### config.mk
export PLATFORM = sky130hd
export DESIGN_NAME = eeprom_wr
export DESIGN_NICKNAME = d
export VERILOG_FILES = /design/src/hdl/eeprom_pkg.sv /design/src/hdl/eeprom_wr.sv
export SDC_FILE = /design/constraint.sdc
export NUM_CORES = 1
export LEC_CHECK = 0
export BUFFER_PORTS_ARGS = -buffer_cell sky130_fd_sc_hd__buf_2
export CAP_MARGIN = 0
export CELL_PAD_IN_SITES_DETAIL_PLACEMENT = 0
export CELL_PAD_IN_SITES_GLOBAL_PLACEMENT = 1
export CORE_MARGIN = 1.5
export CORE_UTILIZATION = 36
export DETAILED_ROUTE_END_ITERATION = 7
export PLACE_DENSITY_LB_ADDON = 0.1
export SYNTH_ARGS = -nofsm -noshare
export SYNTH_HDL_FRONTEND = slang
export SYNTH_SLANG_ARGS = --single-unit
### constraint.sdc
create_clock -name CLK -period 2.8 [get_ports CLK]
set_input_delay 0.28 -clock CLK [delete_from_list [all_inputs] [get_ports CLK]]
set_output_delay 0.28 -clock CLK [all_outputs]
set_load 0.03 [all_outputs]
### src/hdl/eeprom_pkg.sv
package eeprom_pkg;

    // AXI4-Lite bus
    localparam int axil_addr_w = 5;
    localparam int axil_data_w = 32;
    localparam logic [1:0] resp_okay = 2'b00;

    // register map, byte offsets
    localparam logic [axil_addr_w-1:0] reg_ctrl   = 5'h00;  // write only
    localparam logic [axil_addr_w-1:0] reg_addr   = 5'h04;
    localparam logic [axil_addr_w-1:0] reg_wdata  = 5'h08;
    localparam logic [axil_addr_w-1:0] reg_status = 5'h0C;  // read clears done
    localparam logic [axil_addr_w-1:0] reg_rdata  = 5'h10;

    // bits of reg_ctrl
    localparam int ctrl_wr_bit = 0;
    localparam int ctrl_rd_bit = 1;

    // 24C16 memory
    localparam int mem_addr_w = 11;
    localparam logic [3:0] eeprom_dev_code = 4'b1010;

    // CLK cycles per quarter SCL period
    localparam int scl_quarter = 2;

    typedef enum logic [3:0] {
        st_idle,
        st_start,
        st_ctrl_w,
        st_addr,
        st_data_w,
        st_restart,
        st_ctrl_r,
        st_data_r,
        st_stop,
        st_done
    } eeprom_state_t;

    typedef enum logic [1:0] {
        op_start,
        op_stop,
        op_tx_byte,
        op_rx_byte
    } bit_op_t;

endpackage
### src/hdl/eeprom_wr.sv
`timescale 1ns/10ps

module eeprom_wr import eeprom_pkg::*; (
    input  logic                  CLK,
    input  logic                  RESET,
    // command side
    input  logic                  cmd_write,
    input  logic                  cmd_read,
    input  logic [mem_addr_w-1:0] mem_addr,
    input  logic [7:0]            wr_byte,
    output logic                  busy,
    output logic                  done,
    output logic                  nack,
    output logic [7:0]            rd_byte,
    // bit engine side
    output logic                  op_valid,
    output bit_op_t               op,
    output logic [7:0]            tx_byte,
    output logic                  tx_last,
    input  logic                  op_ready,
    input  logic                  op_done,
    input  logic [7:0]            rx_byte,
    input  logic                  ack_in
);

    eeprom_state_t         state;
    eeprom_state_t         state_nxt;
    logic                  launch;  // op for current state not yet issued
    logic                  rd_mode;
    logic [mem_addr_w-1:0] addr_q;
    logic [7:0]            data_q;

    assign busy     = (state != st_idle);
    assign done     = (state == st_done);
    assign op_valid = launch & op_ready;

    // operation for each state
    always_comb begin
        op      = op_start;
        tx_byte = 8'h00;
        tx_last = 1'b0;
        case (state)
            st_start,
            st_restart: op = op_start;
            st_ctrl_w: begin
                op      = op_tx_byte;
                tx_byte = {eeprom_dev_code, addr_q[10:8], 1'b0};
            end
            st_addr: begin
                op      = op_tx_byte;
                tx_byte = addr_q[7:0];
            end
            st_data_w: begin
                op      = op_tx_byte;
                tx_byte = data_q;
            end
            st_ctrl_r: begin
                op      = op_tx_byte;
                tx_byte = {eeprom_dev_code, addr_q[10:8], 1'b1};
            end
            st_data_r: begin
                op      = op_rx_byte;
                tx_last = 1'b1;  // single byte, end with nack
            end
            st_stop: op = op_stop;
            default: ;
        endcase
    end

    // where to go once the running op finishes
    always_comb begin
        state_nxt = state;
        case (state)
            st_start:   state_nxt = st_ctrl_w;
            st_ctrl_w:  state_nxt = ack_in ? st_addr : st_stop;
            st_addr: begin
                if (!ack_in)
                    state_nxt = st_stop;
                else
                    state_nxt = rd_mode ? st_restart : st_data_w;
            end
            st_data_w:  state_nxt = st_stop;
            st_restart: state_nxt = st_ctrl_r;
            st_ctrl_r:  state_nxt = ack_in ? st_data_r : st_stop;
            st_data_r:  state_nxt = st_stop;
            st_stop:    state_nxt = st_done;
            default: ;
        endcase
    end

    always_ff @(posedge CLK) begin
        if (RESET) begin
            state   <= st_idle;
            launch  <= 1'b0;
            rd_mode <= 1'b0;
            nack    <= 1'b0;
            rd_byte <= '0;
        end else begin
            if (op_valid)
                launch <= 1'b0;
            case (state)
                st_idle: begin
                    if (cmd_write || cmd_read) begin
                        state   <= st_start;
                        launch  <= 1'b1;
                        rd_mode <= cmd_read & ~cmd_write;
                        nack    <= 1'b0;
                    end
                end
                st_done: state <= st_idle;  // done lasts one cycle
                default: begin
                    if (op_done) begin
                        state  <= state_nxt;
                        launch <= (state_nxt != st_done);
                        if (state inside {st_ctrl_w, st_addr, st_data_w, st_ctrl_r} && !ack_in)
                            nack <= 1'b1;
                        if (state == st_data_r)
                            rd_byte <= rx_byte;
                    end
                end
            endcase
        end
    end

    // host registers may change while busy
    always_ff @(posedge CLK) begin
        if (state == st_idle && (cmd_write || cmd_read)) begin
            addr_q <= mem_addr;
            data_q <= wr_byte;
        end
    end

endmodule

==> summary.txt <==
Drt
  • DR pass1 iterations: 6
  • Routed Wire Length: 3.21 mm
  • Iter 0 DRT Violations: 32
  • Avg WL per Cell: 13.0 um
  • Total number of vias: 1,267
  • DRC: 0
  • Routed Antenna Nets: 0
  • Vias per cell: 5.13

CTS
  • CTS Sinks: 34
  • CTS tree: yes
  • Clock-pin slew on the worst setup and hold paths: 0.07 ns
  • H-tree levels: 2
  • Post-CTS Resized: 0
  • Post-CTS Hold Fix Bufs: 0
  • Root Buffer: clkbuf_8
  • Clock buffer depth: 2
  • TritonCTS Buffers: 5
  • Clk_lat worst skew: 0.28 ns
  • Setup bufs post-CTS: 0

STA
  • Clock skew: 0.00508 ns
  • Min Tclk post-route: 2.41 ns
  • Final Hold Vio Count: 0
  • Fmax: 414 MHz
  • # setup viols final: 0
  • Hold Worst Slack: 0.169 ns
  • Slew @ Worst Pin: 0.719 ns
  • Final period utilization: 86.2%
  • RSZ-0062 raised after global routing: false
  • Max-slew violation count: 0
  • Setup TNS: 0 ns
  • Slew HR: 51.6%

Logic synthesis
  • Syn Inst Count: 141
  • Top cell type's share of synthesized area: 37.8%
  • Asr flop ratio synth: 0%
  • Part of the Yosys area used for sequential elements: 57.8%
  • Post-synth EDFFs: 19
  • Netlist cell types: 40
  • Ys flop type: edfxtp_1
  • Synth Register Bits: 34
  • Synth warnings: 0
  • Yosys top cell by area: edfxtp_1
  • Synth top area cells: edfxtp_1 38%, dfxtp_1 20%, a21oi_1 5.3%
  • Syn nets: 175
  • Syn_area_per_cell: 10.7 um2
  • Post-Synthesis Cell Area: 1510 um2

Final layout
  • Antenna cell count: 0
  • Commonest non-fill, non-tap cell in the layout: buf_2
  • Share of post-route cells with drive strength above 1: 36.5%
  • Fin nets: 230
  • Sequential cell area: 871 um2
  • Area of the multi-input gates: 553 um2
  • Most frequent cells in the layout: 56 x buf_2, 19 x edfxtp_1, 16 x a21oi_1
  • Layout Area Growth over Synthesis: 26.1%
  • Fillers: 402

Flow run
  • Max-Cap Viols: 0

Die
  • Site Rows: 23
  • Die Ht: 67.7 um
  • Die area: 4590 um2
  • I/O Pins: 57
  • Initial core utilization: 37.7%
  • CORE AREA: 4000 um2
  • Die X: 67.7 um

Global routing
  • Total gr overflow: 0
  • Initial antenna violation count: 0
  • Tot GR Track Use: 15.0%
  • Vias in the first global route: 1,098
  • First-pass GRT wire length: 4.92 mm
  • Largest net degree at the start of global routing: 21

Placement
  • Dpl hpwl: 2.25 mm
  • Final Wtd Congestion: 0.771
  • PortBufs: 56

Setup path
  • Setup crit end kind: output port
  • CP max-delay cell: nor4_2
  • CP startpoint: state[2]$_SDFFE_PP0P_
  • Flop-to-flop setup slack: 0.96 ns
  • CP required: 2.52 ns
  • Worst path max stage delay: 0.64 ns
  • Critical path arrival: 2.13 ns
  • Critical path fanouts, max: 11
  • WS Path Type: flip-flop to output port
  • R2R Path Start: state[1]$_SDFFE_PP0P_
  • Setup crit start kind: flip-flop
  • Worst-path cell chain: inv_2 > nor4_2 > a222oi_1 > inv_1 > buf_2

Power
  • P_leak: 0.812 nW
  • Comb pwr share: 21.6%
  • VDD IR-drop max: 378 uV
  • Net switching power: 0.000386 W
  • Pwr dens: 668 nW/um2
  • Internal Power: 0.000883 W
  • Pwr Total: 0.00127 W
  • Seq pwr share: 51.8%
  • Clock power share: 26.6%
  • Switching share of power: 30.4%

Worst hold path
  • Hold Crit Start: wr_byte[0]
  • Min-delay worst type: input pin to flip-flop

Run status
  • Status: completed
## synth_stat cells, types with 3 or more instances
cell type  count
a21oi_1       16
a222oi_1       3
buf_2          6
clkbuf_1       3
dfxtp_1       15
edfxtp_1      19
inv_1          5
nand2_1       10
nand2b_1       3
nand3_1        8
nor2_1         9
nor2b_1        4
nor3_1         3
o21ai_0        4
## layer usage
metal  share of wire, %  vias to the layer above  global-route usage, %
met5                  0                        -                      0
met1                 40                      578                   15.9
met3                7.6                        2                   5.83
li1                   -                      635                      -
met2                 52                       52                   26.8
met4               0.53                        0                   5.36
## sequential cells by signal, indices dropped and copies added (netlist names)
name and flops:
addr_q 11, data_q 8, rd_byte 8, state 4, launch 1, nack 1, rd_mode 1
## final timing paths
check / endpoint / cells past startpoint
max: tx_byte[3] / 5
min: data_q[0]$_DFFE_PP_ / 1
min reg2reg: rd_byte[1]$_SDFFE_PP0P_ / 2
max reg2reg: rd_byte[0]$_SDFFE_PP0P_ / 4
## cell type report
cell class,count,area share [%]
flip-flops and latches,34,45.8
multi-input cells,89,29.1
repair buffers,59,15.9
clock buffers,5,3.62
well taps,50,3.29
inverters,7,1.38
clock inverters,3,0.856
## per-stage QoR
step,instances,utilization (%),area [um2],worst slack [ns]
2_1_floorplan,141,-,1510,0.594
3_3_place_gp,239,45.4,1820,0.771
3_5_place_dp,239,45.4,1820,0.672
4_1_cts,247,47.5,1900,0.372
5_1_grt,247,47.5,1900,0.128
6_report,247,47.5,1900,0.387
## worst max-delay path: cells and delay by family, from the launching register on
| kind | cells | cell delay, ns |
|---|---|---|
| and+or+nand+nor | 1 | 0.64 |
| buffers and inverters | 3 | 0.45 |
| DFF | 1 | 0.57 |
| AOI/OAI and AO/OA | 1 | 0.18 |
## cell families (layout without fill, tap and decap cells)
kind of cell	Yosys count	in the layout	share of synthesized area, %
buffers and inverters	18	74	5.73
and+or+nand+nor	46	46	17.0
DFF	34	34	57.8
AOI/OAI and AO/OA	42	42	18.9
xor gates and xnor gates	1	1	0.581
## power groups by stage
stage                     sequential [W]  combinational, W  clock (W)
after detailed placement        0.000668          0.000277          0
after global placement          0.000665          0.000276          0
after floorplan                 0.000634          0.000228          0
after CTS                       0.000657          0.000279   0.000354
final                           0.000658          0.000274   0.000337
after global routing            0.000667          0.000304   0.000371
(Power assumes the default switching activity.)
