## config.mk

```make
export PLATFORM = sky130hd
export DESIGN_NAME = i2c_bit_engine
export DESIGN_NICKNAME = d
export VERILOG_FILES = /design/src/hdl/eeprom_pkg.sv /design/src/hdl/i2c_bit_engine.sv
export SDC_FILE = /design/constraint.sdc
export NUM_CORES = 1
export LEC_CHECK = 0
export BUFFER_PORTS_ARGS = -buffer_cell sky130_fd_sc_hd__buf_2
export CORE_UTILIZATION = 56
export DETAILED_ROUTE_END_ITERATION = 7
export GPL_TIMING_DRIVEN = 0
export HOLD_SLACK_MARGIN = 0.06
export PLACE_DENSITY = 0.81
export SLEW_MARGIN = 40
export SYNTH_ARGS = -nofsm -noshare
export SYNTH_HDL_FRONTEND = slang
export SYNTH_SLANG_ARGS = --single-unit
```

## constraint.sdc

```tcl
create_clock -name CLK -period 3.8 [get_ports CLK]
set_clock_uncertainty 0.05 [all_clocks]
set_input_delay 0.19 -clock CLK [delete_from_list [all_inputs] [get_ports CLK]]
set_output_delay 0.19 -clock CLK [all_outputs]
set_load 0.01 [all_outputs]
```

## src/hdl/eeprom_pkg.sv

```systemverilog
package eeprom_pkg;

    // AXI4-Lite bus
    localparam int axil_addr_w = 5;
    localparam int axil_data_w = 32;
    localparam logic [1:0] resp_okay = 2'b00;

    // register map, byte offsets
    localparam logic [axil_addr_w-1:0] reg_ctrl   = 5'h00;  // write only
    localparam logic [axil_addr_w-1:0] reg_addr   = 5'h04;
    localparam logic [axil_addr_w-1:0] reg_wdata  = 5'h08;
    localparam logic [axil_addr_w-1:0] reg_status = 5'h0C;  // read clears done
    localparam logic [axil_addr_w-1:0] reg_rdata  = 5'h10;

    // bits of reg_ctrl
    localparam int ctrl_wr_bit = 0;
    localparam int ctrl_rd_bit = 1;

    // 24C16 memory
    localparam int mem_addr_w = 11;
    localparam logic [3:0] eeprom_dev_code = 4'b1010;

    // CLK cycles per quarter SCL period
    localparam int scl_quarter = 2;

    typedef enum logic [3:0] {
        st_idle,
        st_start,
        st_ctrl_w,
        st_addr,
        st_data_w,
        st_restart,
        st_ctrl_r,
        st_data_r,
        st_stop,
        st_done
    } eeprom_state_t;

    typedef enum logic [1:0] {
        op_start,
        op_stop,
        op_tx_byte,
        op_rx_byte
    } bit_op_t;

endpackage
```

## src/hdl/i2c_bit_engine.sv

```systemverilog
`timescale 1ns/10ps

module i2c_bit_engine import eeprom_pkg::*; (
    input  logic       CLK,
    input  logic       RESET,
    input  logic       op_valid,
    input  bit_op_t    op,
    input  logic [7:0] tx_byte,
    input  logic       tx_last,
    output logic       op_ready,
    output logic       op_done,
    output logic [7:0] rx_byte,
    output logic       ack_in,
    output logic       scl_low,
    output logic       sda_low,
    input  logic       sda_in
);

    logic       running;
    bit_op_t    cur_op;
    logic [3:0] qcnt;    // cycles within a quarter
    logic [1:0] phase;   // quarter within a bit
    logic [3:0] bitcnt;  // 0..7 data, 8 ack
    logic [7:0] shreg;
    logic       last;
    logic       quarter_end;
    logic       sample;
    logic       is_byte;
    logic       data_bit;
    logic       scl_nxt;
    logic       sda_nxt;

    assign op_ready    = ~running;
    assign rx_byte     = shreg;
    assign quarter_end = (qcnt == 4'(scl_quarter - 1));
    assign sample      = running && phase == 2'd2 && qcnt == 4'd0;  // mid high phase
    assign is_byte     = (cur_op == op_tx_byte) || (cur_op == op_rx_byte);
    assign data_bit    = (bitcnt != 4'd8);

    // line levels per quarter, scl low in quarters 0 and 3
    always_comb begin
        scl_nxt = (phase == 2'd0) || (phase == 2'd3);
        sda_nxt = 1'b0;
        case (cur_op)
            op_start: sda_nxt = phase[1];  // sda falls while scl high
            op_stop: begin
                scl_nxt = (phase == 2'd0);
                sda_nxt = ~phase[1];       // sda rises while scl high
            end
            op_tx_byte: sda_nxt = data_bit ? ~shreg[7] : 1'b0;
            op_rx_byte: sda_nxt = data_bit ? 1'b0 : ~last;
            default: ;
        endcase
    end

    always_ff @(posedge CLK) begin
        if (RESET) begin
            running <= 1'b0;
            cur_op  <= op_start;
            op_done <= 1'b0;
            qcnt    <= '0;
            phase   <= '0;
            bitcnt  <= '0;
            ack_in  <= 1'b0;
            scl_low <= 1'b0;  // bus released
            sda_low <= 1'b0;
        end else begin
            op_done <= 1'b0;
            if (!running) begin
                if (op_valid) begin
                    running <= 1'b1;
                    cur_op  <= op;
                    qcnt    <= '0;
                    phase   <= '0;
                    bitcnt  <= '0;
                    ack_in  <= 1'b0;
                end
            end else begin
                scl_low <= scl_nxt;
                sda_low <= sda_nxt;
                if (quarter_end) begin
                    qcnt  <= '0;
                    phase <= phase + 2'd1;
                    if (phase == 2'd3) begin
                        if (is_byte && data_bit) begin
                            bitcnt <= bitcnt + 4'd1;
                        end else begin
                            running <= 1'b0;
                            op_done <= 1'b1;
                        end
                    end
                end else begin
                    qcnt <= qcnt + 4'd1;
                end
                if (sample && is_byte && !data_bit)
                    ack_in <= ~sda_in;  // slave pulled sda low
            end
        end
    end

    always_ff @(posedge CLK) begin
        if (!running && op_valid) begin
            shreg <= tx_byte;
            last  <= tx_last;
        end else if (running && data_bit) begin
            if (cur_op == op_rx_byte && sample)
                shreg <= {shreg[6:0], sda_in};
            else if (cur_op == op_tx_byte && quarter_end && phase == 2'd3)
                shreg <= {shreg[6:0], 1'b0};  // next bit to msb
        end
    end

endmodule

```

==> impl_metrics.json <==
{
  "slack_of_the_critical_path_ns": 1.85,
  "antenna_found_initial": 0,
  "worstSetupPathDepth": 6,
  "clockBufferDepth": 2,
  "p_leak_nw": 0.642,
  "worstSetupStartpointType": "flip-flop",
  "pin_count": 28,
  "synth_cells": 133,
  "synth.distinct_cells": 37,
  "worst_setup_hold_path_clk_slew_ns": 0.13,
  "mappedNetlistNets": 156,
  "fp.dieArea_sq_mm": 0.00263,
  "grt_pass1_vias": 1053,
  "finalSetupTns_ns": 0,
  "post_synth_instance_area_sq_mm": 0.00136,
  "area_growth_pct": 16.3,
  "critPathKind": "reg -> reg",
  "grt_pass1_wl_mm": 4.74,
  "gp_congestion": 0.778,
  "detailedRoute.firstIterationViolations": 28,
  "tightest_slew_ns": 0.483,
  "postRouteAntennaNets": 0,
  "min-delay-start": "tx_byte[0]",
  "postSynthRegisterBits": 26,
  "seqCellArea_sq_um": 611,
  "route.detailed.drc": 0,
  "post-cts-setup-buffers": 0,
  "dpl_worst_slack_ns": 1.87,
  "fp-row-count": 17,
  "cts_made_buffers": 3,
  "worst_slew_margin_rel_pct": 67.8,
  "layout_min_cycle_time_ns": 1.95,
  "grt_usage_pct": 24.2,
  "fraction_of_layout_instances_using_a_drive_strength_above_1_pct": 27.1,
  "run_status": "finished clean",
  "finalMaxSlewViolations": 0,
  "coreArea_sq_mm": 0.00225,
  "overflow_left_after_global_routing": 0,
  "post_synth_main_area_contributors": "dfxtp_1 25%, edfxtp_1 20%, ha_1 7.4%, mux2_2 6.6%, nor2_1 4.4%",
  "route.detailed.vias_per_inst": 5.58,
  "cts_root_buffer": "clkbuf_4",
  "detailedRoute.firstPassIterationCount": 4,
  "layout.filler_cells": 189,
  "cts.repair.resized": 0,
  "final_clock_period_utilization_by_the_worst_path_pct": 51.4,
  "timing.fmax_mhz": 512,
  "htree_num_levels": 1,
  "antenna_cells": 0,
  "ys.warnings.count": 0,
  "worstPathMaxFanout": 8,
  "min-delay-path-class": "in -> reg",
  "setup_viol": 0,
  "critPathSlowestCell": "dfxtp_1",
  "hold-path-endpoint": "rx_byte[0]$_DFFE_PP_",
  "ir_drop_v": 0.000316,
  "rsz_0062_raised_after_global_routing": "no",
  "path_cells": "inv_1 > ha_1 > and4bb_2 > and3_1 > a32o_1 > a31o_2",
  "die_h_microns": 51.3,
  "clock_insertion_delay_worst_skew_ns": 0.32,
  "post-synth-top-area-cell": "dfxtp_1",
  "hold_viol_final": 0,
  "path_buf_inv": 1,
  "critical_path.reg2reg.startpoint": "qcnt[0]$_SDFFE_PP0P_",
  "port-buffer-count": 26,
  "synthDominantCellAreaShare_pct": 25.0,
  "max-cap-violations": 0,
  "totalWireLength_mm": 2.81,
  "timing.critical_path.to_type": "flip-flop",
  "critPathArrivalTime_ns": 1.99,
  "reg2regPathDepth": 6,
  "power.total_mw": 0.514,
  "powerDensity_mw_per_mm2": 326,
  "grt_start_max_net_pins": 15,
  "drt-wirelength-per-cell_microns": 14.5,
  "synthesis.area_per_instance_sq_um": 10.2,
  "post-route-cell-area_sq_mm": 0.00158,
  "multiInputGateArea_sq_um": 684,
  "detailed_place.area_sq_mm": 0.00152,
  "nNetsFinal": 190,
  "total_number_of_vias": 1082,
  "critical_path.top_delay_family": "compound AO/OA/AOI/OAI gates",
  "max_stage_delay_ns": 0.43,
  "dieWidth_microns": 51.3,
  "dp_hpwl_mm": 2.11,
  "worst-r2r-setup-slack_ns": 1.85,
  "synth.yosys.seq_area_share_pct": 44.9,
  "tritoncts_clock_tree": "done",
  "worstHoldPathCells": 2,
  "cts-hold-fix-buffers": 3,
  "tritoncts_num_sinks": 26,
  "starting_density_pct": 60.3,
  "reg2reg_to": "rx_byte[3]$_DFFE_PP_",
  "final.hold.worst_slack_ns": 0.0969,
  "worst-endpoint-required_ns": 3.83
}
registers in the layout, indices dropped and copies added (netlist names):
name	cells
rx_byte	8
qcnt	4
ack_in	1
cur_op	2
op_done	1
phase	2
running	1
sda_low	1
last	1
bitcnt	4
scl_low	1
worst max path at each step:
stage	to	from	slack [ns]
global placement	rx_byte[1]$_DFFE_PP_	qcnt[0]$_SDFFE_PP0P_	1.92
detailed placement	rx_byte[2]$_DFFE_PP_	qcnt[0]$_SDFFE_PP0P_	1.87
global route	rx_byte[7]$_DFFE_PP_	qcnt[0]$_SDFFE_PP0P_	1.75
CTS	rx_byte[1]$_DFFE_PP_	qcnt[0]$_SDFFE_PP0P_	1.84
finish	rx_byte[3]$_DFFE_PP_	qcnt[0]$_SDFFE_PP0P_	1.85
floorplan	rx_byte[0]$_DFFE_PP_	qcnt[0]$_SDFFE_PP0P_	2.01
power breakdown:
| part | switching [mW] | leakage, nW | internal (mW) | total, mW |
|---|---|---|---|---|
| combinational | 0.0466 | 0.403 | 0.0367 | 0.0832 |
| sequential | 0.00685 | 0.224 | 0.302 | 0.309 |
| clock | 0.0809 | 0.0150 | 0.0412 | 0.122 |
| total | 0.134 | 0.642 | 0.380 | 0.514 |
cells by family after synthesis:
family,share of synthesized area (%)
AOI/OAI and AO/OA,13.6
xor gates and xnor gates,1.93
buffers and inverters,4.70
adders and majority gates,7.37
DFF,44.9
and+or+nand+nor,17.9
muxes,9.58
metal layers:
metal / vias up / global-route usage [%] / part of all wire [%]
met2: 26 / 40.1 / 48
met4: 0 / 7.66 / 1.4
met3: 7 / 5.65 / 3.9
met1: 506 / 31.1 / 47
met5: - / 0 / 0
li1: 543 / - / -
cells in the final DEF, fill, tap and decap left out, types with 4 or more instances in the layout:
master,n
mux2_2,8
dfxtp_1,17
nor2_1,16
edfxtp_1,9
o21ai_0,4
nor2b_1,4
inv_1,7
ha_1,8
buf_2,29
clkbuf_1,6
mux2i_1,4
a21oi_1,9
cells in the mapped netlist, drive strengths merged:
master	n
o2111ai	1
a31o	1
nor2	16
o41ai	1
nand2	3
and3b	1
a311oi	1
or3	3
ha	8
mux2i	4
dfxtp	17
mux2	8
inv	8
xnor2	2
nor3	3
and4bb	1
a211oi	1
o21ai	4
a31oi	1
a32o	2
or4	1
xor2	1
edfxtp	9
a21boi	1
o32a	1
nand3	3
nor2b	4
o311a	1
a21oi	9
nor3b	3
and3	2
nand3b	3
buf	3
clkbuf	5
a41oi	1
per-stage QoR:
step / std cells / util (%)
after floorplan: 133 / -
after global placement: 187 / 67.6
after detailed placement: 187 / 67.6
after CTS: 194 / 70.1
after global routing: 194 / 70.1
final: 194 / 70.1
area by class of cell:
cell class	instances	share of cell area (%)
sequential	26	38.6
buffer	8	2.14
inverter	8	1.90
tap	28	2.22
timing repair buffer	29	10.1
clock buffer	4	1.66
multi-input combinational	91	43.3
(Power assumes the default switching activity.)
