`config.mk`:
```
export PLATFORM = sky130hd
export DESIGN_NAME = eeprom_axil_regs
export DESIGN_NICKNAME = d
export VERILOG_FILES = /design/src/hdl/eeprom_pkg.sv /design/src/hdl/eeprom_axil_regs.sv
export SDC_FILE = /design/constraint.sdc
export NUM_CORES = 1
export LEC_CHECK = 0
export BUFFER_PORTS_ARGS = -buffer_cell sky130_fd_sc_hd__buf_2
export CORE_MARGIN = 3
export CORE_UTILIZATION = 45
export CTS_BUF_LIST = sky130_fd_sc_hd__clkbuf_16
export CTS_CLUSTER_SIZE = 10
export DETAILED_ROUTE_END_ITERATION = 16
export PLACE_DENSITY = 0.8
export SLEW_MARGIN = 25
export SYNTH_ARGS = -nofsm -noshare
export SYNTH_HDL_FRONTEND = slang
export SYNTH_SLANG_ARGS = --single-unit
```
`constraint.sdc`:
```
create_clock -name CLK -period 1.63 [get_ports CLK]
set_clock_uncertainty 0.1 [all_clocks]
set_input_delay 0.2445 -clock CLK [delete_from_list [all_inputs] [get_ports CLK]]
set_output_delay 0.2445 -clock CLK [all_outputs]
set_load 0.005 [all_outputs]
```
`src/hdl/eeprom_pkg.sv`:
```
package eeprom_pkg;

    // AXI4-Lite bus
    localparam int axil_addr_w = 5;
    localparam int axil_data_w = 32;
    localparam logic [1:0] resp_okay = 2'b00;

    // register map, byte offsets
    localparam logic [axil_addr_w-1:0] reg_ctrl   = 5'h00;  // write only
    localparam logic [axil_addr_w-1:0] reg_addr   = 5'h04;
    localparam logic [axil_addr_w-1:0] reg_wdata  = 5'h08;
    localparam logic [axil_addr_w-1:0] reg_status = 5'h0C;  // read clears done
    localparam logic [axil_addr_w-1:0] reg_rdata  = 5'h10;

    // bits of reg_ctrl
    localparam int ctrl_wr_bit = 0;
    localparam int ctrl_rd_bit = 1;

    // 24C16 memory
    localparam int mem_addr_w = 11;
    localparam logic [3:0] eeprom_dev_code = 4'b1010;

    // CLK cycles per quarter SCL period
    localparam int scl_quarter = 2;

    typedef enum logic [3:0] {
        st_idle,
        st_start,
        st_ctrl_w,
        st_addr,
        st_data_w,
        st_restart,
        st_ctrl_r,
        st_data_r,
        st_stop,
        st_done
    } eeprom_state_t;

    typedef enum logic [1:0] {
        op_start,
        op_stop,
        op_tx_byte,
        op_rx_byte
    } bit_op_t;

endpackage
```
`src/hdl/eeprom_axil_regs.sv`:
```
`timescale 1ns/10ps

module eeprom_axil_regs import eeprom_pkg::*; (
    input  logic                   CLK,
    input  logic                   RESET,
    // write address / data / response
    input  logic [axil_addr_w-1:0] awaddr,
    input  logic                   awvalid,
    output logic                   awready,
    input  logic [axil_data_w-1:0] wdata,
    input  logic                   wvalid,
    output logic                   wready,
    output logic [1:0]             bresp,
    output logic                   bvalid,
    input  logic                   bready,
    // read address / data
    input  logic [axil_addr_w-1:0] araddr,
    input  logic                   arvalid,
    output logic                   arready,
    output logic [axil_data_w-1:0] rdata,
    output logic [1:0]             rresp,
    output logic                   rvalid,
    input  logic                   rready,
    // sequencer side
    input  logic                   busy,
    input  logic                   done,
    input  logic                   nack,
    input  logic [7:0]             rd_byte,
    output logic                   cmd_write,
    output logic                   cmd_read,
    output logic [mem_addr_w-1:0]  mem_addr,
    output logic [7:0]             wr_byte
);

    logic                   wr_go;
    logic                   rd_go;
    logic                   done_flag;
    logic                   nack_flag;
    logic [7:0]             rdata_q;
    logic [axil_data_w-1:0] read_mux;

    assign wr_go = awready & awvalid & wready & wvalid;
    assign rd_go = arready & arvalid;

    assign bresp = resp_okay;
    assign rresp = resp_okay;

    // aw and w taken together, one cycle after both are offered
    always_ff @(posedge CLK) begin
        if (RESET) begin
            awready <= 1'b0;
            wready  <= 1'b0;
            bvalid  <= 1'b0;
        end else begin
            if (wr_go) begin
                awready <= 1'b0;
                wready  <= 1'b0;
                bvalid  <= 1'b1;
            end else if (!awready && !bvalid && awvalid && wvalid) begin
                awready <= 1'b1;
                wready  <= 1'b1;
            end
            if (bvalid && bready)
                bvalid <= 1'b0;
        end
    end

    always_ff @(posedge CLK) begin
        if (RESET) begin
            cmd_write <= 1'b0;
            cmd_read  <= 1'b0;
            mem_addr  <= '0;
            wr_byte   <= '0;
        end else begin
            cmd_write <= 1'b0;  // pulses
            cmd_read  <= 1'b0;
            if (wr_go) begin
                case (awaddr)
                    reg_ctrl: begin
                        // dropped while a transaction runs
                        cmd_write <= wdata[ctrl_wr_bit] & ~busy;
                        cmd_read  <= wdata[ctrl_rd_bit] & ~wdata[ctrl_wr_bit] & ~busy;
                    end
                    reg_addr:  mem_addr <= wdata[mem_addr_w-1:0];
                    reg_wdata: wr_byte  <= wdata[7:0];
                    default: ;
                endcase
            end
        end
    end

    // result capture, done is sticky until status is read
    always_ff @(posedge CLK) begin
        if (RESET) begin
            done_flag <= 1'b0;
            nack_flag <= 1'b0;
            rdata_q   <= '0;
        end else if (done) begin
            done_flag <= 1'b1;
            nack_flag <= nack;
            rdata_q   <= rd_byte;
        end else if (rd_go && araddr == reg_status) begin
            done_flag <= 1'b0;
        end
    end

    always_comb begin
        read_mux = '0;
        case (araddr)
            reg_addr:   read_mux[mem_addr_w-1:0] = mem_addr;
            reg_wdata:  read_mux[7:0] = wr_byte;
            reg_status: read_mux[2:0] = {nack_flag, done_flag, busy};
            reg_rdata:  read_mux[7:0] = rdata_q;
            default: ;  // ctrl and unmapped read zero
        endcase
    end

    always_ff @(posedge CLK) begin
        if (RESET) begin
            arready <= 1'b0;
            rvalid  <= 1'b0;
        end else begin
            if (rd_go) begin
                arready <= 1'b0;
                rvalid  <= 1'b1;
            end else if (!arready && !rvalid && arvalid) begin
                arready <= 1'b1;
            end
            if (rvalid && rready)
                rvalid <= 1'b0;
        end
    end

    always_ff @(posedge CLK) begin
        if (rd_go)
            rdata <= read_mux;
    end

endmodule

```
==> flow_summary_export.csv, run 1 <==
group,metric,value,unit
cts,htree_levels,2,
critical_path,cp_max_fo,5,
critical_path,r2r_slack,250,ps
min_path,hp-class,"in2reg",
cells_and_area,diodes,0,
job,max-cap-violations,0,
critical_path,path_class,"reg2reg",
power,comb_power_share,9.4,%
synth,synth_commonest_cells,"35 x dfxtp_1, 33 x mux2i_1, 30 x nand2b_1",
synth,netlist.area_leader.share,31.1,%
cts,ctsResizeCount,0,
timing,hold_violations,0,
synth,async_flop_share,0,%
floorplan,die_w,76.8,um
synth,synth_cells,213,
place,hpwl,3630,um
cts,clk_path_buf_depth,2,
synth,ys_warn_count,0,
power,p_switching,0.529,mW
synth,synth-main-ff-cell,"dfxtp_1",
critical_path,crit_required,1740,ps
power,vdd_drop_max,0.000491,V
cts,clk_latency,280,ps
cells_and_area,final_core_util,58.0,%
power,seq_power_share,50.8,%
timing,fin_crit_sh,84.5,%
critical_path,cp_slowest_cell,"and3_1",
power,power,2.39,mW
critical_path,endpoint_kind,"register",
cts,cts_setup_buffers,0,
cts,cts_root_buf,"clkbuf_16",
min_path,min_to,"cmd_read$_SDFF_PP0_",
timing,whs,61.9,ps
critical_path,critPathTopFamily,"simple AND/OR/NAND/NOR gates",
cells_and_area,final_cell_count_no_fill,359,
min_path,hold_depth,2,
cells_and_area,num-fill-cells,438,
power,intPower,1.86,mW
critical_path,cp.arrival,1490,ps
route,ant_nets,0,
timing,layout_setup_ws,252,ps
cts,cts_tree,"done",
synth,synth_edf_count,11,
route,vias,1660,
synth,netlist_area,2250,um^2
critical_path,cp_cell_sequence,"and4bb_2, and3_1, mux2i_1",
timing,finalSetupViolations,0,
critical_path,reg2reg_depth,3,
critical_path,reg2reg_from,"wready$_SDFFE_PP0P_",
place,numPlacedInstances,351,
grt,grt_pass1_wl,7560,um
synth,yosysTopAreaCell,"dfxtp_1",
cells_and_area,drive_gt1_share,35.3,%
cells_and_area,seq_area,1030,um^2
synth,ys_ff_latch,46,
timing,setup_tns,0,ps
timing,drv_slew,0,
cts,holdBufCountCts,0,
floorplan,die_area,5900,um^2
critical_path,slowest_delay,380,ps
synth,synth_most_common_cell,"dfxtp_1",
min_path,hold_start,"wdata[0]",
route,wl_per_cell,13.3,um
power,swShare,22.1,%
timing,fmax,726,MHz
synth,syn_area_per_cell,10.6,um^2
floorplan,rows,25,
floorplan,die_y,76.8,um
route,viasPerCell,4.62,
power,p_per_area,863,nW/um^2
status,outcome,"complete, no violations",
grt,grt_overflow,0,
synth,yosysSeqAreaShare,45.7,%
power,leakage,1.30,nW
grt,grt_pass1_vias,1558,
critical_path,r2r_end,"wr_byte[3]$_SDFFE_PP0P_",
cells_and_area,multiInputGateArea,1050,um^2
cts,numClockSinks,46,
place,routabilityCongestion,0.780,
cts,cts.reportedPaths.clkPinSlew,60,ps
cells_and_area,nNetsFinal,351,
critical_path,worstSetupStartpointType,"register",
floorplan,pin_count,122,
power,power.share.clock,39.8,%
cells_and_area,final_area,2770,um^2
route,drc_errors,0,
route,wirelength,4770,um
floorplan,start_util,47.1,%
grt,grt_max_degree,26,
route,firstDrtPassIters,4,
synth,synth.area.top_cells,"dfxtp_1 31%, edfxtp_1 15%, mux2i_1 15%",
route,first_iter_violations,86,
timing,rsz0062_at_grt,"false",
grt,grt_antenna_before_repair,0,
cells_and_area,syn_to_final_growth,23.0,%
place,post-place-ws,-3.91,ps
floorplan,coreArea,4790,um^2
place,post_dp_cell_area,2640,um^2
synth,ys_types,30,
timing,min_period,1380,ps
place,io_buffers,75,
cts,cts_buffers,5,
critical_path,critPathBufInv,0,
grt,grt_use_total,16.1,%
layer usage:
| layer | track usage [%] | wire length [um] |
|---|---|---|
| met5 | 0 | 0 |
| met4 | 5.80 | 27 |
| met3 | 4.11 | 299 |
| met2 | 26.6 | 2410 |
| met1 | 20.1 | 2040 |
power groups by stage:
stage          logic [mW]  registers, mW  clock network [mW]
2_1_floorplan       0.160           1.24                   0
5_1_grt             0.254           1.22                1.03
6_report            0.225           1.22               0.953
3_5_place_dp        0.226           1.24                   0
3_3_place_gp        0.223           1.24                   0
4_1_cts             0.227           1.22               0.975
worst reg2reg max path, delay by kind of cell, from the launching register on:
kind	cells	cell delay [ps]
flops	1	340
mux	1	230
simple gates	2	640
cell usage in the layout, fill, tap and decap left out, types with 2 or more instances in the layout:
| cell type | instances |
|---|---|
| buf_4 | 9 |
| and2_1 | 4 |
| and3_1 | 2 |
| nand2b_1 | 30 |
| nor3b_1 | 2 |
| a221o_1 | 7 |
| clkbuf_16 | 5 |
| mux2i_1 | 33 |
| mux2_2 | 2 |
| dfxtp_1 | 35 |
| buf_2 | 75 |
| and4bb_2 | 3 |
| nor2_1 | 22 |
| edfxtp_1 | 11 |
| nor3b_2 | 5 |
| inv_1 | 4 |
| conb_1 | 25 |
| nand3_1 | 4 |
layout make-up:
type	count	share of cell area [%]
clock inverter	3	0.451
timing repair buffer	85	16.7
inverter	3	0.406
sequential	46	37.2
clock buffer	5	4.51
tap	67	3.02
multi-input combinational	150	37.8
cells by family (layout without fill, tap and decap cells):
group                  count (synthesis)  after routing  share of synthesized area (%)
other                                  1             25                          0.166
AO/OA/AOI/OAI                         11             11                           4.16
multiplexers                          35             35                           15.6
flip-flops                            46             46                           45.7
AND/OR/NAND/NOR                       79             79                           22.5
buffers and inverters                 41             96                           11.8
sequential cells by signal, indices dropped and copies added (netlist names):
register / flops
rvalid: 1
cmd_write: 1
rdata: 11
mem_addr: 11
wr_byte: 8
nack_flag: 1
rdata_q: 8
done_flag: 1
arready: 1
bvalid: 1
wready: 1
cmd_read: 1
worst max-delay path by stage:
| stage | from | end | slack (ps) | depth (start not counted) |
|---|---|---|---|---|
| floorplan | araddr[1] | rdata[3]$_DFFE_PP_ | 230 | 4 |
| global placement | araddr[1] | rdata[10]$_SDFFCE_PP0P_ | 30 | 5 |
| detailed placement | araddr[1] | rdata[9]$_SDFFCE_PP0P_ | -4 | 5 |
| CTS | wready$_SDFFE_PP0P_ | wr_byte[6]$_SDFFE_PP0P_ | 230 | 3 |
| global route | wready$_SDFFE_PP0P_ | wr_byte[3]$_SDFFE_PP0P_ | 160 | 3 |
| finish | wready$_SDFFE_PP0P_ | wr_byte[3]$_SDFFE_PP0P_ | 250 | 3 |
Power figures use the tool's default switching activity.
==> run 2: changes to the inputs <==
- CORE_UTILIZATION: 45 -> 40
- PLACE_DENSITY: 0.8 -> 0.76
- clock period: 1.63 -> 1.2 ns (I/O delays scaled with it)
==> run 2 against run 1 <==
Compared with the run above:
- sequential power is 35% higher
- critical path depth stayed put
- power increased by 43%
- global-route usage fell by 0.78 points
- worst setup slack got worse by 250 ps
- largest cell class unchanged
- combinational power up 50%
- cell count increased by 1.9%
==> flow_summary_export.csv, run 2 (synthesis gave the netlist of run 1 again) <==
group,metric,value,unit
grt,grt_use_total,15.3,%
timing,finalSetupViolations,0,
cells_and_area,seq_area,1030,um^2
cts,cts.reportedPaths.clkPinSlew,60,ps
floorplan,coreArea,5270,um^2
power,power,3.42,mW
place,io_buffers,75,
min_path,hp-class,"in2reg",
cells_and_area,diodes,0,
critical_path,critPathTopFamily,"simple AND/OR/NAND/NOR gates",
place,numPlacedInstances,360,
floorplan,die_y,81.1,um
route,viasPerCell,4.63,
route,firstDrtPassIters,4,
critical_path,slowest_delay,340,ps
cts,clk_latency,280,ps
timing,min_period,1200,ps
cells_and_area,reg_top3,"mem_addr: 11 flops, rdata: 11 flops",
cts,cts_tree,"done",
grt,grt_pass1_vias,1532,
place,hpwl,3890,um
grt,grt_antenna_before_repair,0,
cts,htree_levels,2,
status,outcome,"complete, no violations",
cts,cts_buffers,5,
cells_and_area,drive_gt1_share,37.8,%
floorplan,pin_count,122,
cts,cts_root_buf,"clkbuf_16",
route,wirelength,5020,um
cts,clk_path_buf_depth,2,
floorplan,die_area,6570,um^2
power,p_per_area,1190,nW/um^2
power,leakage,1.34,nW
timing,fmax,836,MHz
critical_path,cp_cell_sequence,"and4bb_2, and3_4, mux2i_1",
cells_and_area,nNetsFinal,355,
timing,drv_slew,0,
place,post_dp_cell_area,2730,um^2
critical_path,cp_max_fo,5,
cells_and_area,layout_common_cells,"73 x buf_2, 34 x dfxtp_1, 33 x mux2i_1, 30 x nand2b_1, 25 x conb_1",
timing,rsz0062_at_grt,"true",
cells_and_area,final_area,2870,um^2
floorplan,die_w,81.1,um
power,vdd_drop_max,0.000773,V
cts,holdBufCountCts,0,
timing,hold_violations,0,
cells_and_area,final_common_cell,"buf_2",
job,max-cap-violations,0,
grt,grt_max_degree,37,
critical_path,critPathBufInv,0,
critical_path,worstSetupStartpointType,"register",
critical_path,endpoint_kind,"register",
floorplan,start_util,42.8,%
cells_and_area,num-fill-cells,492,
timing,setup_tns,0,ps
critical_path,cp.arrival,1310,ps
route,wl_per_cell,13.7,um
critical_path,path_class,"reg2reg",
cts,numClockSinks,46,
route,ant_nets,0,
critical_path,cp_slowest_cell,"dfxtp_4",
cells_and_area,multiInputGateArea,1070,um^2
route,drc_errors,0,
place,routabilityCongestion,0.789,
floorplan,rows,26,
cells_and_area,final_cell_count_no_fill,366,
route,first_iter_violations,90,
grt,grt_overflow,0,
timing,fin_crit_sh,99.7,%
grt,grt_pass1_wl,7650,um
cells_and_area,syn_to_final_growth,27.1,%
route,vias,1693,
timing,whs,5.92,ps
critical_path,crit_required,1310,ps
[run 2: routing by layer]
metal,vias to the layer above,routed length [um],part of all wire (%),global-route usage [%]
li1,845,-,-,-
met3,6,339,6.8,3.33
met5,-,0,0,0
met4,0,63,1.3,4.56
met1,779,2160,43,19.5
met2,63,2450,49,25.8
[run 2: power breakdown]
group | total (mW) | leakage (nW) | internal [mW] | switching (mW)
Combinational | 0.337 | 0.877 | 0.171 | 0.166
Clock | 1.43 | 0.0846 | 0.883 | 0.546
Sequential | 1.65 | 0.380 | 1.63 | 0.0208
Total | 3.42 | 1.34 | 2.68 | 0.733
[run 2: area by class of cell]
class                           count  share of cell area, %
Timing Repair Buffer               89                   17.6
Inverter                            3                  0.393
Tap cell                           70                   3.06
Clock buffer                        6                   5.24
Sequential cell                    46                   36.1
Clock inverter                      2                  0.262
Multi-Input combinational cell    150                   37.3
[run 2: worst register-to-register path: stages, from the launching register on]
cell	delay (ps)
dfxtp_4	340
and4bb_2	250
and3_4	250
mux2i_1	200
[run 2: path summary, 6_finish.rpt]
| path | startpoint | to | slack, ps | depth (start not counted) |
|---|---|---|---|---|
| max | wready$_SDFFE_PP0P_ | wr_byte[4]$_SDFFE_PP0P_ | 4 | 3 |
| min reg2reg | mem_addr[1]$_SDFFE_PP0P_ | mem_addr[1]$_SDFFE_PP0P_ | 390 | 2 |
| max reg2reg | wready$_SDFFE_PP0P_ | wr_byte[4]$_SDFFE_PP0P_ | 4 | 3 |
| min | wdata[0] | cmd_read$_SDFF_PP0_ | 6 | 2 |
[run 2: timing repair]
| item | 4_1_cts | 5_1_grt |
|---|---|---|
| resized for setup | 2 | 4 |
| pin swaps | 2 | 1 |
| buffers inserted | 0 | 0 |
| setup endpoints to repair | 6 | 16 |
[run 2: per-stage QoR]
step	utilization (%)	worst slack [ps]
3_5_place_dp	51.7	-294
5_1_grt	54.4	-70.7
3_3_place_gp	51.7	-228
6_report	54.4	3.56
4_1_cts	54.1	-6.60
2_1_floorplan	-	-122
==> run 3: changes to the inputs <==
- ABC_AREA: default -> 1
==> run 3 against run 2 <==
Compared with the run above:
- design area increased by 4.0%
- maximum frequency increased by 3.2%
- largest power group is now the clock network
- highest routed layer unchanged
- sequential cell count unchanged
- sequential share of layout area decreased by 1.5 points
==> flow_summary_export.csv, run 3 <==
group,metric,value,unit
cts,cts.reportedPaths.clkPinSlew,60,ps
place,numPlacedInstances,434,
cells_and_area,num-fill-cells,486,
grt,grt_max_degree,32,
synth,yosysSeqAreaShare,46.5,%
grt,use_met3,5.94,%
critical_path,cp_max_fo,6,
cells_and_area,final_common_cell,"buf_2",
grt,grt.busiest_layer,"met2",
timing,fmax,862,MHz
timing,fin_crit_sh,96.7,%
min_path,hp-class,"in2reg",
grt,grt_pass1_wl,8820,um
place,hpwl,4110,um
route,ant_nets,0,
synth,syn_area_per_cell,7.76,um^2
cts,cts_tree,"done",
critical_path,r2r_slack,40,ps
critical_path,path_class,"reg2reg",
synth,async_flop_share,0,%
cells_and_area,drive_gt1_share,30.3,%
cts,cts_setup_buffers,0,
grt,grt_pass1_vias,1882,
timing,rsz0062_at_grt,"true",
critical_path,crit_required,1290,ps
route,drc_errors,0,
place,io_buffers,75,
cells_and_area,final_cell_count_no_fill,446,
floorplan,start_util,42.4,%
timing,drv_slew,0,
cells_and_area,nNetsFinal,435,
power,p_switching,0.817,mW
cells_and_area,final_core_util,56.9,%
grt,use_met2,30.0,%
grt,grt_antenna_before_repair,0,
cells_and_area,diodes,0,
synth,netlist.area_leader.share,31.6,%
power,intPower,2.98,mW
power,seq_power_share,43.7,%
cells_and_area,reg_top3,"mem_addr: 11 flops, rdata: 11 flops",
floorplan,die_w,80.5,um
power,comb_power_share,9.9,%
cells_and_area,layout_common_cells,"75 x buf_2, 66 x nor2_1, 34 x dfxtp_1, 32 x nand4_1, 27 x nand2_1",
power,vdd_drop_max,0.000810,V
synth,ys_ff_latch,46,
timing,min_period,1160,ps
route,wirelength,5740,um
timing,layout_setup_ws,40.2,ps
synth,yosysTopAreaCell,"dfxtp_1",
timing,setup_tns,0,ps
critical_path,cp.arrival,1250,ps
timing,finalSetupViolations,0,
synth,synth_cells,286,
place,post-place-ws,-97.9,ps
synth,netlist_area,2220,um^2
timing,slew_headroom,64.4,%
cts,cts_root_buf,"clkbuf_16",
grt,met1_usage,21.6,%
route,vias,2101,
synth,ys_warn_count,0,
synth,synth_most_common_cell,"nor2_1",
cells_and_area,multiInputGateArea,968,um^2
route,wl_per_cell,12.9,um
cts,htree_levels,2,
power,leakage,1.42,nW
job,max-cap-violations,0,
synth,synth.area.top_cells,"dfxtp_1 32%, edfxtp_1 15%, nor2_1 11%",
grt,grt_use_total,18.1,%
synth,synth_edf_count,11,
route,firstDrtPassIters,4,
floorplan,die_area,6480,um^2
cells_and_area,syn_to_final_growth,34.3,%
cts,clk_latency,290,ps
status,outcome,"complete, no violations",
floorplan,rows,26,
cells_and_area,seq_area,1030,um^2
cts,numClockSinks,46,
cts,clk_path_buf_depth,2,
timing,hold_violations,0,
floorplan,coreArea,5240,um^2
synth,synth_commonest_cells,"66 x nor2_1, 35 x dfxtp_1, 32 x nand4_1",
floorplan,pin_count,122,
critical_path,endpoint_kind,"register",
route,first_iter_violations,114,
place,routabilityCongestion,0.937,
route,viasPerCell,4.71,
timing,worstMarginPinSlew,531,ps
power,swShare,21.5,%
grt,grt_overflow,0,
power,p_per_area,1270,nW/um^2
critical_path,worstSetupStartpointType,"register",
synth,synth-main-ff-cell,"dfxtp_1",
floorplan,die_y,80.5,um
synth,ys_types,21,
power,power.share.clock,46.4,%
cts,cts_buffers,5,
[run 3: cell types whose count changed after synthesis, moves of 5 or more]
| cell | change |
|---|---|
| nor2_1 | +44 |
| mux2i_1 | -33 |
| nand4_1 | +32 |
| nand2b_1 | -30 |
| nand2_1 | +27 |
| inv_1 | +20 |
| nand3_1 | +20 |
| o21ai_0 | +9 |
| a221o_1 | -7 |
| nor3b_2 | -5 |
[run 3: final cells by class]
| class | instances | area share (%) |
|---|---|---|
| Sequential cell | 46 | 34.6 |
| Multi-Input combinational cell | 201 | 32.5 |
| Timing Repair Buffer | 97 | 20.6 |
| Clock buffer | 5 | 4.20 |
| Inverter | 24 | 3.02 |
| Tap cell | 70 | 2.94 |
| Clock inverter | 3 | 2.14 |
[run 3: logic make-up (layout without fill, tap and decap cells)]
| kind of cell | after synthesis | count (layout) | share of synthesized area, % |
|---|---|---|---|
| simple gates | 161 | 161 | 34.2 |
| buf+inv | 63 | 129 | 15.8 |
| flops | 46 | 46 | 46.5 |
| compound gates | 15 | 15 | 3.38 |
| other cells | 1 | 25 | 0.169 |
[run 3: worst max-delay path: stages, from the launching register on]
cell	delay, ps
dfxtp_2	350
nand3_4	110
nor2_4	170
buf_6	150
nand3_2	80
nand2_2	60
nor2_1	30
[run 3: layer usage]
| layer | wire, um | up-vias |
|---|---|---|
| met2 | 2760 | 91 |
| met3 | 493 | 9 |
| met5 | 0 | - |
| met1 | 2390 | 925 |
| li1 | - | 1076 |
| met4 | 98 | 0 |
[run 3: worst paths after layout]
path                          start                       end  cells past startpoint
max reg2reg     wready$_SDFFE_PP0P_  mem_addr[2]$_SDFFE_PP0P_                      6
max             wready$_SDFFE_PP0P_  mem_addr[2]$_SDFFE_PP0P_                      6
min                      rd_byte[0]   rdata_q[0]$_SDFFE_PP0P_                      3
min reg2reg  done_flag$_SDFFE_PP0P_    done_flag$_SDFFE_PP0P_                      2
[run 3: power groups by stage]
stage / clock, mW / combinational (mW) / sequential [mW]
global route: 1.85 / 0.420 / 1.66
floorplan: 0 / 0.235 / 1.69
finish: 1.76 / 0.375 / 1.66
global placement: 0 / 0.346 / 1.69
detailed placement: 0 / 0.354 / 1.69
CTS: 1.78 / 0.367 / 1.66
[run 3: stage by stage]
step / total power [mW] / hold slack [ps] / cell area (um^2)
floorplan: 1.93 / 149 / 2310
global placement: 2.04 / 260 / 2700
detailed placement: 2.05 / 266 / 2700
CTS: 3.81 / 16.2 / 2930
global route: 3.94 / 41.8 / 2980
finish: 3.79 / 18.3 / 2980
[run 3: repair_timing]
action / in CTS / in global routing
hold buffers: 3 / 0
pin swaps: 0 / 3
endpoints found under the hold margin: 2 / 0
resized for setup: 3 / 11
cloned: 0 / 1
setup endpoints to repair: 6 / 21
